## config.mk

```make
export PLATFORM = sky130hd
export DESIGN_NAME = rob_core
export DESIGN_NICKNAME = d
export VERILOG_FILES = /design/src/hw/rob_pkg.sv /design/src/hw/rob_core.sv /design/src/hw/div_unit.sv /design/src/hw/mul_unit.sv /design/src/hw/alu_unit.sv /design/src/hw/dispatch_ctrl.sv /design/src/hw/rob_buffer.sv
export VERILOG_INCLUDE_DIRS = /design/src /design/src/hw
export SDC_FILE = /design/constraint.sdc
export NUM_CORES = 2
export LEC_CHECK = 0
export BUFFER_PORTS_ARGS = -buffer_cell sky130_fd_sc_hd__buf_2
export CORE_MARGIN = 2
export CORE_UTILIZATION = 60
export CTS_CLUSTER_SIZE = 14
export DETAILED_ROUTE_END_ITERATION = 8
export GPL_TIMING_DRIVEN = 0
export PLACE_DENSITY_LB_ADDON = 0.05
export SLEW_MARGIN = 10
export SYNTH_ARGS = -nofsm -noshare
export SYNTH_HDL_FRONTEND = slang
export SYNTH_HIERARCHICAL = 1
export SYNTH_SLANG_ARGS = --single-unit
export TNS_END_PERCENT = 5
```

## constraint.sdc

```tcl
create_clock -name clk -period 7.9 [get_ports clk]
set_input_delay 1.185 -clock clk [delete_from_list [all_inputs] [get_ports clk]]
set_output_delay 1.185 -clock clk [all_outputs]
set_load 0.005 [all_outputs]
```

## src/hw/rob_params.svh

```systemverilog
`ifndef ROB_PARAMS_SVH
`define ROB_PARAMS_SVH

// Reorder buffer sizing
`define ROB_DEPTH 16          // Slots in the ROB
`define ROB_IDX_W 4           // Slot index width, log2 of depth

// Execution unit latencies
`define MUL_STAGES 3          // Operand, multiply, output register
`define DIV_CYCLES 32         // One quotient bit per iteration

// Fixed datapath widths
`define DATA_W 32             // Operand and result width
`define PHYS_W 7              // Physical register address width
`define DEST_LO 7             // Low bit of rd in the instruction word
`define DEST_HI 11            // High bit of rd in the instruction word

`endif
```

## src/hw/rob_pkg.sv

```systemverilog
`default_nettype none

package rob_pkg;

    // Nine operations, so the encoding needs four bits
    typedef enum logic [3:0] {
        OP_ADD  = 4'd0,       // a + b
        OP_SUB  = 4'd1,       // a - b
        OP_AND  = 4'd2,
        OP_OR   = 4'd3,
        OP_XOR  = 4'd4,
        OP_SLTU = 4'd5,       // Unsigned a < b, result 0 or 1
        OP_MUL  = 4'd6,       // Low word of a * b
        OP_DIVU = 4'd7,       // Unsigned quotient
        OP_REMU = 4'd8        // Unsigned remainder
    } op_t;

    typedef enum logic [1:0] {
        UNIT_ALU = 2'd0,
        UNIT_MUL = 2'd1,
        UNIT_DIV = 2'd2
    } unit_t;

    // Steering table, everything not mul or div is ALU work
    function automatic unit_t unit_of(input op_t op);
        case (op)
            OP_MUL:           return UNIT_MUL;
            OP_DIVU, OP_REMU: return UNIT_DIV;
            default:          return UNIT_ALU;
        endcase
    endfunction

endpackage

`default_nettype wire

```

## src/hw/rob_core.sv

```systemverilog
`timescale 1ns/1ps
`default_nettype none

`include "rob_params.svh"

module rob_core
    import rob_pkg::*;
(
    input  logic        clk,
    input  logic        rst,
    input  logic        in_valid,
    input  op_t         in_op,
    input  logic [31:0] in_a,
    input  logic [31:0] in_b,
    input  logic [31:0] in_instr,
    input  logic [6:0]  in_phys_addr,
    input  logic [31:0] in_pc,
    input  logic        in_reg_write,
    output logic        in_ready,
    output logic        commit_valid,
    output logic [31:0] commit_value,
    output logic [4:0]  commit_dest,
    output logic [6:0]  commit_phys_addr,
    output logic        commit_reg_write,
    output logic [31:0] commit_pc
);

    logic                  alloc, full, div_busy;
    logic [`ROB_IDX_W-1:0] alloc_idx, unit_idx;
    logic                  alu_start, mul_start, div_start;
    op_t                   unit_op;
    logic [31:0]           unit_a, unit_b;
    logic                  alu_done, mul_done, div_done;
    logic [31:0]           alu_value, mul_value, div_value;
    logic [`ROB_IDX_W-1:0] alu_idx, mul_idx, div_idx;

    dispatch_ctrl u_dispatch (
        .in_valid(in_valid), .in_op(in_op), .in_a(in_a), .in_b(in_b),
        .full(full), .div_busy(div_busy), .alloc_idx(alloc_idx),
        .in_ready(in_ready), .alloc(alloc),
        .alu_start(alu_start), .mul_start(mul_start), .div_start(div_start),
        .unit_op(unit_op), .unit_a(unit_a), .unit_b(unit_b), .unit_idx(unit_idx)
    );

    alu_unit u_alu (
        .clk(clk), .rst(rst), .start(alu_start), .op(unit_op), .a(unit_a), .b(unit_b),
        .idx(unit_idx), .done(alu_done), .value(alu_value), .done_idx(alu_idx)
    );

    mul_unit u_mul (
        .clk(clk), .rst(rst), .start(mul_start), .a(unit_a), .b(unit_b),
        .idx(unit_idx), .done(mul_done), .value(mul_value), .done_idx(mul_idx)
    );

    div_unit u_div (
        .clk(clk), .rst(rst), .start(div_start), .op(unit_op), .a(unit_a), .b(unit_b),
        .idx(unit_idx), .done(div_done), .value(div_value), .done_idx(div_idx),
        .busy(div_busy)
    );

    // Instruction fields go straight from the dispatch port into the ROB
    rob_buffer u_rob (
        .clk(clk), .rst(rst), .alloc(alloc),
        .alloc_instr(in_instr), .alloc_pc(in_pc),
        .alloc_phys_addr(in_phys_addr), .alloc_reg_write(in_reg_write),
        .alloc_idx(alloc_idx), .full(full),
        .alu_done(alu_done), .alu_value(alu_value), .alu_idx(alu_idx),
        .mul_done(mul_done), .mul_value(mul_value), .mul_idx(mul_idx),
        .div_done(div_done), .div_value(div_value), .div_idx(div_idx),
        .commit_valid(commit_valid), .commit_value(commit_value),
        .commit_dest(commit_dest), .commit_phys_addr(commit_phys_addr),
        .commit_reg_write(commit_reg_write), .commit_pc(commit_pc)
    );

endmodule

`default_nettype wire

```

## src/hw/div_unit.sv

```systemverilog
`timescale 1ns/1ps
`default_nettype none

`include "rob_params.svh"

module div_unit
    import rob_pkg::*;
(
    input  logic                  clk,
    input  logic                  rst,
    input  logic                  start,
    input  op_t                   op,
    input  logic [31:0]           a,           // Dividend
    input  logic [31:0]           b,           // Divisor
    input  logic [`ROB_IDX_W-1:0] idx,
    output logic                  done,
    output logic [31:0]           value,
    output logic [`ROB_IDX_W-1:0] done_idx,
    output logic                  busy
);

    localparam int CNT_W = $clog2(`DIV_CYCLES + 1);

    logic [CNT_W-1:0]      cnt;                // Iterations left
    logic [31:0]           dvsr;
    logic [31:0]           rem;                // Partial remainder
    logic [31:0]           quo;                // Dividend shifts out, quotient in
    logic                  is_rem;             // Return remainder, not quotient
    logic [`ROB_IDX_W-1:0] tag;
    logic [32:0]           trial;
    logic [33:0]           diff;
    logic [31:0]           rem_nxt, quo_nxt;

    // One restoring step; a zero divisor always subtracts, giving all ones
    always_comb begin
        trial = {rem, quo[31]};                       // Bring down next dividend bit
        diff  = {1'b0, trial} - {2'b00, dvsr};
        if (!diff[33]) begin
            rem_nxt = diff[31:0];                     // Fits, keep difference
            quo_nxt = {quo[30:0], 1'b1};
        end else begin
            rem_nxt = trial[31:0];                    // Restore
            quo_nxt = {quo[30:0], 1'b0};
        end
    end

    always_ff @(posedge clk or posedge rst) begin
        if (rst) begin
            busy <= 1'b0;
            done <= 1'b0;
            cnt  <= '0;
        end else begin
            done <= 1'b0;
            if (start) begin
                busy <= 1'b1;
                cnt  <= CNT_W'(`DIV_CYCLES);
            end else if (busy) begin
                cnt <= cnt - 1'b1;
                if (cnt == CNT_W'(1)) begin
                    busy <= 1'b0;                     // Last step also writes result
                    done <= 1'b1;
                end
            end
        end
    end

    always_ff @(posedge clk) begin
        if (start) begin
            rem    <= '0;
            quo    <= a;
            dvsr   <= b;
            is_rem <= (op == OP_REMU);
            tag    <= idx;
        end else if (busy) begin
            rem <= rem_nxt;
            quo <= quo_nxt;
            if (cnt == CNT_W'(1)) begin
                value    <= is_rem ? rem_nxt : quo_nxt;
                done_idx <= tag;
            end
        end
    end

    // Dispatch holds divides back while the unit is occupied
    a_no_start_busy: assert property (@(posedge clk) disable iff (rst)
        start |-> !busy)
        else $error("Divider started while busy");

endmodule

`default_nettype wire

```

## src/hw/mul_unit.sv

```systemverilog
`timescale 1ns/1ps
`default_nettype none

`include "rob_params.svh"

module mul_unit (
    input  logic                  clk,
    input  logic                  rst,
    input  logic                  start,
    input  logic [31:0]           a,
    input  logic [31:0]           b,
    input  logic [`ROB_IDX_W-1:0] idx,
    output logic                  done,
    output logic [31:0]           value,
    output logic [`ROB_IDX_W-1:0] done_idx
);

    logic [31:0]            a_q, b_q;                  // Stage 1, operands
    logic [31:0]            prod_q;                    // Stage 2, low product word
    logic [`MUL_STAGES-1:0] vld_pipe;                  // Valid per stage
    logic [`ROB_IDX_W-1:0]  idx_pipe [`MUL_STAGES];    // Tag per stage

    // Datapath below is written out for three stages
    if (`MUL_STAGES != 3) begin : g_stage_check
        $error("mul_unit datapath has exactly three stages");
    end

    always_ff @(posedge clk or posedge rst) begin
        if (rst) vld_pipe <= '0;
        else     vld_pipe <= {vld_pipe[`MUL_STAGES-2:0], start};    // No stalls
    end

    always_ff @(posedge clk) begin
        a_q    <= a;
        b_q    <= b;
        prod_q <= a_q * b_q;    // Truncated to 32 bits
        value  <= prod_q;       // Stage 3, output register
        idx_pipe[0] <= idx;
        for (int i = 1; i < `MUL_STAGES; i++) begin
            idx_pipe[i] <= idx_pipe[i-1];
        end
    end

    assign done     = vld_pipe[`MUL_STAGES-1];
    assign done_idx = idx_pipe[`MUL_STAGES-1];

endmodule

`default_nettype wire

```

## src/hw/alu_unit.sv

```systemverilog
`timescale 1ns/1ps
`default_nettype none

`include "rob_params.svh"

module alu_unit
    import rob_pkg::*;
(
    input  logic                  clk,
    input  logic                  rst,
    input  logic                  start,
    input  op_t                   op,
    input  logic [31:0]           a,
    input  logic [31:0]           b,
    input  logic [`ROB_IDX_W-1:0] idx,
    output logic                  done,
    output logic [31:0]           value,
    output logic [`ROB_IDX_W-1:0] done_idx
);

    logic [31:0] result;

    always_comb begin
        case (op)
            OP_ADD:  result = a + b;
            OP_SUB:  result = a - b;
            OP_AND:  result = a & b;
            OP_OR:   result = a | b;
            OP_XOR:  result = a ^ b;
            OP_SLTU: result = {31'd0, a < b};    // Unsigned compare
            default: result = '0;                // Non-ALU ops never start here
        endcase
    end

    always_ff @(posedge clk or posedge rst) begin
        if (rst) done <= 1'b0;
        else     done <= start;    // Pulse in the cycle after start
    end

    always_ff @(posedge clk) begin
        if (start) begin
            value    <= result;
            done_idx <= idx;
        end
    end

endmodule

`default_nettype wire

```

## src/hw/dispatch_ctrl.sv

```systemverilog
`timescale 1ns/1ps
`default_nettype none

`include "rob_params.svh"

module dispatch_ctrl
    import rob_pkg::*;
(
    input  logic                  in_valid,
    input  op_t                   in_op,
    input  logic [31:0]           in_a,
    input  logic [31:0]           in_b,
    input  logic                  full,         // From ROB
    input  logic                  div_busy,     // Divider holds an operation
    input  logic [`ROB_IDX_W-1:0] alloc_idx,    // Current ROB tail
    output logic                  in_ready,
    output logic                  alloc,
    output logic                  alu_start,
    output logic                  mul_start,
    output logic                  div_start,
    output op_t                   unit_op,
    output logic [31:0]           unit_a,
    output logic [31:0]           unit_b,
    output logic [`ROB_IDX_W-1:0] unit_idx
);

    unit_t sel_unit;
    logic  accept;

    assign sel_unit = unit_of(in_op);

    // Stall on a full ROB, or a divide when the divider is taken
    assign in_ready = !full && !(sel_unit == UNIT_DIV && div_busy);
    assign accept   = in_valid && in_ready;

    assign alloc     = accept;                              // One slot per accepted op
    assign alu_start = accept && (sel_unit == UNIT_ALU);    // Exactly one start fires
    assign mul_start = accept && (sel_unit == UNIT_MUL);
    assign div_start = accept && (sel_unit == UNIT_DIV);

    // Shared operand bus, only the started unit samples it
    assign unit_op  = in_op;
    assign unit_a   = in_a;
    assign unit_b   = in_b;
    assign unit_idx = alloc_idx;    // Tag is the slot being allocated

endmodule

`default_nettype wire

```

## src/hw/rob_buffer.sv

```systemverilog
`timescale 1ns/1ps
`default_nettype none

`include "rob_params.svh"

module rob_buffer (
    input  logic                  clk,
    input  logic                  rst,
    input  logic                  alloc,            // New entry at tail
    input  logic [31:0]           alloc_instr,
    input  logic [31:0]           alloc_pc,
    input  logic [6:0]            alloc_phys_addr,
    input  logic                  alloc_reg_write,
    output logic [`ROB_IDX_W-1:0] alloc_idx,        // Tail, used as unit tag
    output logic                  full,
    input  logic                  alu_done,
    input  logic [31:0]           alu_value,
    input  logic [`ROB_IDX_W-1:0] alu_idx,
    input  logic                  mul_done,
    input  logic [31:0]           mul_value,
    input  logic [`ROB_IDX_W-1:0] mul_idx,
    input  logic                  div_done,
    input  logic [31:0]           div_value,
    input  logic [`ROB_IDX_W-1:0] div_idx,
    output logic                  commit_valid,     // One-cycle retire pulse
    output logic [31:0]           commit_value,
    output logic [4:0]            commit_dest,
    output logic [6:0]            commit_phys_addr,
    output logic                  commit_reg_write,
    output logic [31:0]           commit_pc
);

    logic [`ROB_DEPTH-1:0] slot_busy;                 // Allocated, not yet retired
    logic [`ROB_DEPTH-1:0] slot_ready;                // Result written back
    logic [31:0]           slot_value [`ROB_DEPTH];
    logic [31:0]           slot_instr [`ROB_DEPTH];
    logic [6:0]            slot_phys  [`ROB_DEPTH];
    logic [31:0]           slot_pc    [`ROB_DEPTH];
    logic                  slot_wr    [`ROB_DEPTH];

    logic [`ROB_IDX_W-1:0] head;                      // Oldest entry
    logic [`ROB_IDX_W-1:0] tail;                      // Next free slot
    logic [`ROB_IDX_W:0]   count;                     // Occupancy, one extra bit for full
    logic                  do_commit;

    assign do_commit = slot_busy[head] && slot_ready[head];    // Head finished
    assign full      = (count == (`ROB_IDX_W+1)'(`ROB_DEPTH));
    assign alloc_idx = tail;

    // Pointers, flags and the retire pulse
    always_ff @(posedge clk or posedge rst) begin
        if (rst) begin
            head         <= '0;
            tail         <= '0;
            count        <= '0;
            slot_busy    <= '0;
            slot_ready   <= '0;
            commit_valid <= 1'b0;
        end else begin
            if (alloc) begin
                slot_busy[tail]  <= 1'b1;
                slot_ready[tail] <= 1'b0;
                tail             <= tail + 1'b1;    // Depth is a power of two, wraps
            end
            if (alu_done) slot_ready[alu_idx] <= 1'b1;    // Direct index, no search
            if (mul_done) slot_ready[mul_idx] <= 1'b1;
            if (div_done) slot_ready[div_idx] <= 1'b1;
            commit_valid <= do_commit;
            if (do_commit) begin
                slot_busy[head]  <= 1'b0;           // Slot free from next cycle
                slot_ready[head] <= 1'b0;
                head             <= head + 1'b1;
            end
            case ({alloc, do_commit})
                2'b10:   count <= count + 1'b1;
                2'b01:   count <= count - 1'b1;
                default: count <= count;            // Both or neither, no change
            endcase
        end
    end

    // Entry payload and registered commit fields
    always_ff @(posedge clk) begin
        if (alloc) begin
            slot_instr[tail] <= alloc_instr;
            slot_phys[tail]  <= alloc_phys_addr;
            slot_pc[tail]    <= alloc_pc;
            slot_wr[tail]    <= alloc_reg_write;
        end
        if (alu_done) slot_value[alu_idx] <= alu_value;
        if (mul_done) slot_value[mul_idx] <= mul_value;
        if (div_done) slot_value[div_idx] <= div_value;
        if (do_commit) begin
            commit_value     <= slot_value[head];
            commit_dest      <= slot_instr[head][`DEST_HI:`DEST_LO];    // rd field
            commit_phys_addr <= slot_phys[head];
            commit_reg_write <= slot_wr[head];
            commit_pc        <= slot_pc[head];
        end
    end

    // Dispatch must respect the full flag
    a_no_alloc_full: assert property (@(posedge clk) disable iff (rst)
        alloc |-> !full)
        else $error("ROB allocation while full");

    // Units only report slots that dispatch handed out
    a_done_busy: assert property (@(posedge clk) disable iff (rst)
        (alu_done |-> slot_busy[alu_idx]) and
        (mul_done |-> slot_busy[mul_idx]) and
        (div_done |-> slot_busy[div_idx]))
        else $error("Completion into a free ROB slot");

    // Tags are unique across units
    a_done_unique: assert property (@(posedge clk) disable iff (rst)
        !(alu_done && mul_done && alu_idx == mul_idx) &&
        !(alu_done && div_done && alu_idx == div_idx) &&
        !(mul_done && div_done && mul_idx == div_idx))
        else $error("Two completions with the same ROB index");

endmodule

`default_nettype wire

```

# Word-level counts from Yosys, hierarchy flattened

Memory sizes are Yosys's and may differ from the RTL's. A register that Yosys moved wholly into a read port is not among the register bits.
Cells that the tools add are included.

Output and inout port bits: 79
Input port bits: 143
Flip-flop bits (word level): 359
Memories: 6
Word-level logic and storage cells: 142
RAM bits: 1,676

Eq/ne operators: 14
Reductions and logical operators: 20
$mul: 1
Add/subtract/negate cells: 8
Bitwise logic cells: 13
Multiplexer cells: 45
Magnitude comparators: 11

Memories:

| name             | depth | bits a word | read ports | clocked after memory_dff | write ports | line             | text |
|---|---|---|---|---|---|---|---|
| u_rob.slot_instr | 16    | 32          | 1          | 1                        | 1           | rob_buffer.sv:36 | `` logic [31:0] slot_instr [`ROB_DEPTH]; `` |
| u_rob.slot_pc    | 16    | 32          | 1          | 1                        | 1           | rob_buffer.sv:38 | `` logic [31:0] slot_pc [`ROB_DEPTH]; `` |
| u_rob.slot_value | 16    | 32          | 1          | 1                        | 3           | rob_buffer.sv:35 | `` logic [31:0] slot_value [`ROB_DEPTH]; `` |
| u_rob.slot_phys  | 16    | 7           | 1          | 1                        | 1           | rob_buffer.sv:37 | `` logic [6:0] slot_phys [`ROB_DEPTH]; `` |
| u_rob.slot_wr    | 16    | 1           | 1          | 1                        | 1           | rob_buffer.sv:39 | `` logic slot_wr [`ROB_DEPTH]; `` |
| u_mul.idx_pipe   | 3     | 4           | 3          | 0                        | 3           | mul_unit.sv:21   | `` logic [`ROB_IDX_W-1:0] idx_pipe [`MUL_STAGES]; `` |

Operator list:

| kind                                                              | count |
|---|---|
| one-hot mux 32 bit (6 select lines)                               | 1 |
| 2-to-1 mux 32 bit                                                 | 4 |
| 2-to-1 mux 16 bit                                                 | 7 |
| OR 16 bit                                                         | 4 |
| bitwise AND 16 bit                                                | 3 |
| subtractor 33 x 32 -> 34 bit                                      | 1 |
| adder 32 bit                                                      | 1 |
| bitwise AND 32 bit                                                | 1 |
| < comparator 32 bit                                               | 1 |
| multiplier 32 x 32 -> 32 bit                                      | 1 |
| inverter 16 bit                                                   | 2 |
| OR 32 bit                                                         | 1 |
| subtractor 32 bit                                                 | 1 |
| bitwise XOR 32 bit                                                | 1 |
| < comparator 4 x 5 -> 1 bit, second input constant                | 5 |
| 2-to-1 mux 1 bit                                                  | 22 |
| demux 1 bit (select 4 bit)                                        | 5 |
| greater-or-equal comparator 4 x 1 -> 1 bit, second input constant | 5 |
| equality test 4 x 3 -> 1 bit, second input constant               | 4 |
| logical AND 1 bit                                                 | 12 |
| 2-to-1 mux 6 bit                                                  | 2 |
| one-hot mux 5 bit (2 select lines)                                | 1 |
| adder 4 x 1 -> 4 bit, second input constant                       | 2 |
| binary-select mux 1 bit (select 4 bit)                            | 2 |
| other kinds (18)                                                  | 23 |

# Depth between registers and ports, before layout

Word-level depth: 17
Depth in mapped cells: 26
Gate-level depth less buffers: 24

# Hierarchy

The synthesis kept the hierarchy.

Modules (own cells, without submodules):

| module        | instances | seq. area each (um2) | cells each | area each (um2) |
|---|---|---|---|---|
| rob_buffer    | 1         | 40,458.8             | 3,945      | 62,014.5 |
| mul_unit      | 1         | 2,877.8              | 1,859      | 18,689.2 |
| div_unit      | 1         | 3,993.8              | 721        | 7,797.5 |
| alu_unit      | 1         | 1,106.1              | 786        | 6,266.0 |
| dispatch_ctrl | 1         | 0.0                  | 81         | 626.9 |

# Worst setup path after synthesis

Ideal clock, no wire load.

Kind: register to register
Start: register u_mul.a_q[16]
End: register u_mul.prod_q[29]
Setup slack: 1,411 ps
Stages on the path, launching flop included: 24
Path buffers: 1
Data arrival time: 6,370 ps
Library setup time: 119 ps
Clock period less this slack: 6,489 ps
Data required time: 7,781 ps
Path through: dfxtp_1 > clkbuf_1 > and2_1 > fa_1 > inv_1 > fa_1 > fa_1 > fa_1 > inv_1 > fa_1 > inv_1 > fa_1 > inv_1 > fa_1 > fa_1 > ha_1 > nand4_1 > a2111oi_2 > a22oi_2 > a31o_4 > a21oi_2 > a21o_1 > a21oi_2 > xnor2_1

Word-level cells in the longest chain between the ends: 1

RTL lines:

| what                         | line           | text |
|---|---|---|
| start, declared              | mul_unit.sv:18 | `logic [31:0] a_q, b_q;` |
| start signal, assigned       | mul_unit.sv:34 | `a_q <= a;` |
| multiplier 32 x 32 -> 32 bit | mul_unit.sv:36 | `prod_q <= a_q * b_q;` |
| end signal, assigned         | mul_unit.sv:36 |  |
| end, declared                | mul_unit.sv:19 | `logic [31:0] prod_q;` |

Every way passes these cells.
A chain may end at the register's enable or synchronous reset.

# Worst setup path after layout

Start: register u_mul.a_q[3]
End: register u_mul.prod_q[28]

The elaborated chain is that of the path after synthesis.

==> run metrics <==
ys flop type edfxtp_1; Overall Power 47100 µW; CTS tree yes; Setup WS pre-CTS -124 ps; Final WS setup 166 ps; failing checks max-capacitance violations; Crit path max-delay family adder cells; final slew viol count 0; CTS H-tree lvls 4; largest family of logic cells by synthesized area multiplexers; Post-Synthesis Cells 7392; initial antenna violation count 38; clock slew at reported path FFs 70 ps; initial DRC count slightly above 8000; Crit Path Class reg -> reg; Cell Rows around 150; number of synthesized flops with an enable pin 1450; Num CTS Buffers roughly 170; DP HPWL 237000 µm; Worst Tran Pin Value 1470 ps; clk buf depth 3; final hold viol count 0; post-route ant nets 0; routed wl met2 151000 µm; post-synthesis mux area share 15.2%; Clock Skew 58.2 ps; unrepaired setup endpoints after global routing true; first-pass GRT wire length 459000 µm; status finished, violations left; Peak Freq roughly 130 MHz; syn avg cell area 12.9 µm²; highest metal used met5; WL met3 about 34000 µm; clock sinks 1680; via count 65958; post-route setup TNS 0 ps; Hold WC Path Type in -> async; crit path launch type flip-flop; DIE HEIGHT 403 µm; I/O pins 222; M1 wire length between 100000 and 150000 µm; Die Span X 403 µm; Synth Area in XOR/XNOR 1.31%; Synth Area in Adders 12.2%; DRC 0; WL/cell 32.2 µm; Std-Cell Core Area 158000 µm²; CP arrival 8450 ps; GPL Wtd Cong 1.04; Buf+Inv Stages, Crit Path 4; #FFs+latches synth around 1700; Final #Nets 8612; GRT overflow 0; gr usage total 39.7%; length of the first detailed-routing pass in iterations 7; sequential fraction of the synthesis area 50.8%; Worst EP required 8620 ps; complex-gate fraction of the synthesized area 7.25%; WL final 323000 µm; yosys warns 6; post-synthesis cell type count 118; Post-Synth Simple-Gate Area under 10%; Critical Path End Type flip-flop; final period utilization a little over nine tenths; cells along the critical path clkbuf_1, clkbuf_1, and2_1, fa_1, fa_1, fa_1, inv_1, fa_1, inv_1, ha_1, ha_1, fa_1, fa_1, ha_1, a21o_1, a21o_1, a211oi_2, o31ai_1, a21oi_1, a21bo_2, o41a_1, xor2_1; P_leak 0.0397 µW; worst skew pair latency 850 ps; Vias/cell 6.58; cts hold-fix bufs 0; FILL cells approximately 12000; pwr/cell area 444 nW/µm²; Synthesized Nets 8218; fraction of layout cells with a size suffix above 1 15.4%; die area 162000 µm²; VDD IR max roughly 0.00089 V; Slew headroom 0.749%; synthesis-to-layout area growth 11.0%; CP max FO 10; Port-buffer cells 130; vias in the first global route 65549; clock root buffer clkbuf_16; asr flop ratio synth 3.45%; CP max stage delay about 800 ps; Synth Cell Area 95400 µm²; Crit path top cell by count fa_1; Max Cap Violations 1; largest net degree at the start of global routing 44; minimum clock period around 7700 ps; final hold slack 257 ps; slowest cell on the critical path clkbuf_1; Initial Utilization 60.3%; setup violators final 0
-- routing by layer --
metal,GRT usage (%),up-vias
met3,9.20,1077
met4,25.3,26
met1,49.3,33200
met5,0,-
li1,-,27260
met2,63.3,4395
-- worst paths after layout --
path                                      endpoint  slack, ps  cells past startpoint            start
worst max-delay path              u_mul/prod_q[28]        170                     22     u_mul/a_q[3]
worst min-delay path                    u_alu/done        260                      2              rst
worst max register to register    u_mul/prod_q[28]        170                     22     u_mul/a_q[3]
worst min register to register      u_mul/value[7]        330                      0  u_mul/prod_q[7]
max in group asynchronous       u_rob/alloc_idx[3]       6970                      3              rst
min in group clk                    u_mul/value[7]        330                      0  u_mul/prod_q[7]
-- per-stage QoR --
step	area, µm²	util, %	cells
global placement	98600	62.4	9594
detailed placement	100000	63.3	9687
finish	106000	66.9	10027
floorplan	95400	-	7392
global route	106000	66.9	10009
CTS	106000	66.9	10004
-- layout make-up --
class	count	area (µm²)	area share, %
buffer	624	2900	2.73
clock buffer	224	4680	4.42
timing repair buffer	223	1980	1.87
multi-input combinational	4567	42300	39.9
antenna	23	57.6	0.0543
clock inverter	93	995	0.939
tap	2072	2590	2.45
inverter	521	1960	1.85
sequential	1680	48400	45.7
-- report_power, final --
part,internal (µW),switching [µW],leakage (µW)
logic,11300,15200,0.0216
registers,11600,834,0.0154
clock network,4550,3560,0.00277
-- worst register-to-register path: stages, from the launching register on --
cell	delay (ps)
dfxtp_1	380
clkbuf_1	570
clkbuf_1	810
and2_1	270
fa_1	450
fa_1	450
fa_1	510
inv_1	60
fa_1	470
inv_1	50
ha_1	270
ha_1	280
fa_1	410
fa_1	490
ha_1	380
a21o_1	230
a21o_1	210
a211oi_2	220
o31ai_1	160
a21oi_1	170
a21bo_2	260
o41a_1	350
xor2_1	170
-- repair_timing --
item,in CTS,in global routing
pin swaps,0,0
setup endpoints to repair,4,6
resized for setup,2,14
cloned,0,0
buffers inserted,0,0
-- cells in the final DEF, fill, tap and decap left out, types with 27 or more instances in the layout --
| master | count |
|---|---|
| fa_1 | 411 |
| edfxtp_1 | 1450 |
| buf_2 | 239 |
| nand2_1 | 472 |
| mux4_2 | 387 |
| buf_1 | 55 |
| inv_1 | 511 |
| mux2_2 | 33 |
| clkbuf_16 | 173 |
| a211oi_1 | 31 |
| buf_12 | 33 |
| dfrtp_1 | 58 |
| a21o_1 | 40 |
| ha_1 | 272 |
| clkinv_2 | 35 |
| o21ai_1 | 104 |
| o21ai_0 | 189 |
| xor2_1 | 39 |
| and2_1 | 383 |
| nor3_1 | 27 |
| nor2b_1 | 31 |
| nand3_1 | 43 |
| buf_4 | 118 |
| xnor2_1 | 104 |
| a21oi_1 | 507 |
| nor2_1 | 523 |
| clkbuf_1 | 392 |
| mux2i_1 | 537 |
| dfxtp_1 | 170 |
-- registers in the layout, indices dropped and copies added, names as in the netlist, 80 cells and up --
signal and cells:
u_rob/slot_pc 512, u_rob/slot_value 512, u_rob/slot_phys 112, u_rob/slot_instr 80
-- synth_stat cells, drive strengths merged, types with 7 or more instances --
cell / n / share of area, %
nor3: 31 / 0.17
ha: 272 / 3.6
mux2: 35 / 0.41
nand4: 25 / 0.18
a31oi: 25 / 0.20
or3: 15 / 0.10
and2: 387 / 2.5
a2bb2oi: 9 / 0.083
a221oi: 17 / 0.16
a211oi: 43 / 0.40
a21o: 41 / 0.32
nor3b: 12 / 0.10
fa: 411 / 8.6
o31ai: 15 / 0.14
dfxtp: 172 / 3.6
and3: 14 / 0.092
mux4: 387 / 9.1
mux2i: 537 / 5.6
xor2: 39 / 0.36
edfxtp: 1450 / 46
buf: 257 / 1.6
inv: 521 / 2.1
nand2b: 25 / 0.16
nand2: 482 / 1.9
a211o: 11 / 0.10
a32oi: 7 / 0.064
nand3b: 10 / 0.079
o21ai: 294 / 1.5
nor2: 536 / 2.1
a22oi: 15 / 0.12
o221ai: 14 / 0.13
o21a: 16 / 0.13
xnor2: 104 / 0.95
a21oi: 513 / 2.7
o21bai: 25 / 0.20
o211ai: 29 / 0.24
nor2b: 31 / 0.20
nor4: 7 / 0.084
dfrtp: 58 / 1.5
nand3: 45 / 0.24
clkbuf: 367 / 1.4
-- cell families (layout without fill, tap and decap cells) --
logic type / after synthesis / after routing
and+or+nand+nor: 1645 / 1645
adders and majority gates: 683 / 683
buffers and inverters: 1145 / 1685
DFF: 1680 / 1680
muxes: 959 / 959
AOI/OAI and AO/OA: 1137 / 1137
other: 0 / 23
xor gates and xnor gates: 143 / 143
(Power assumes the default switching activity.)
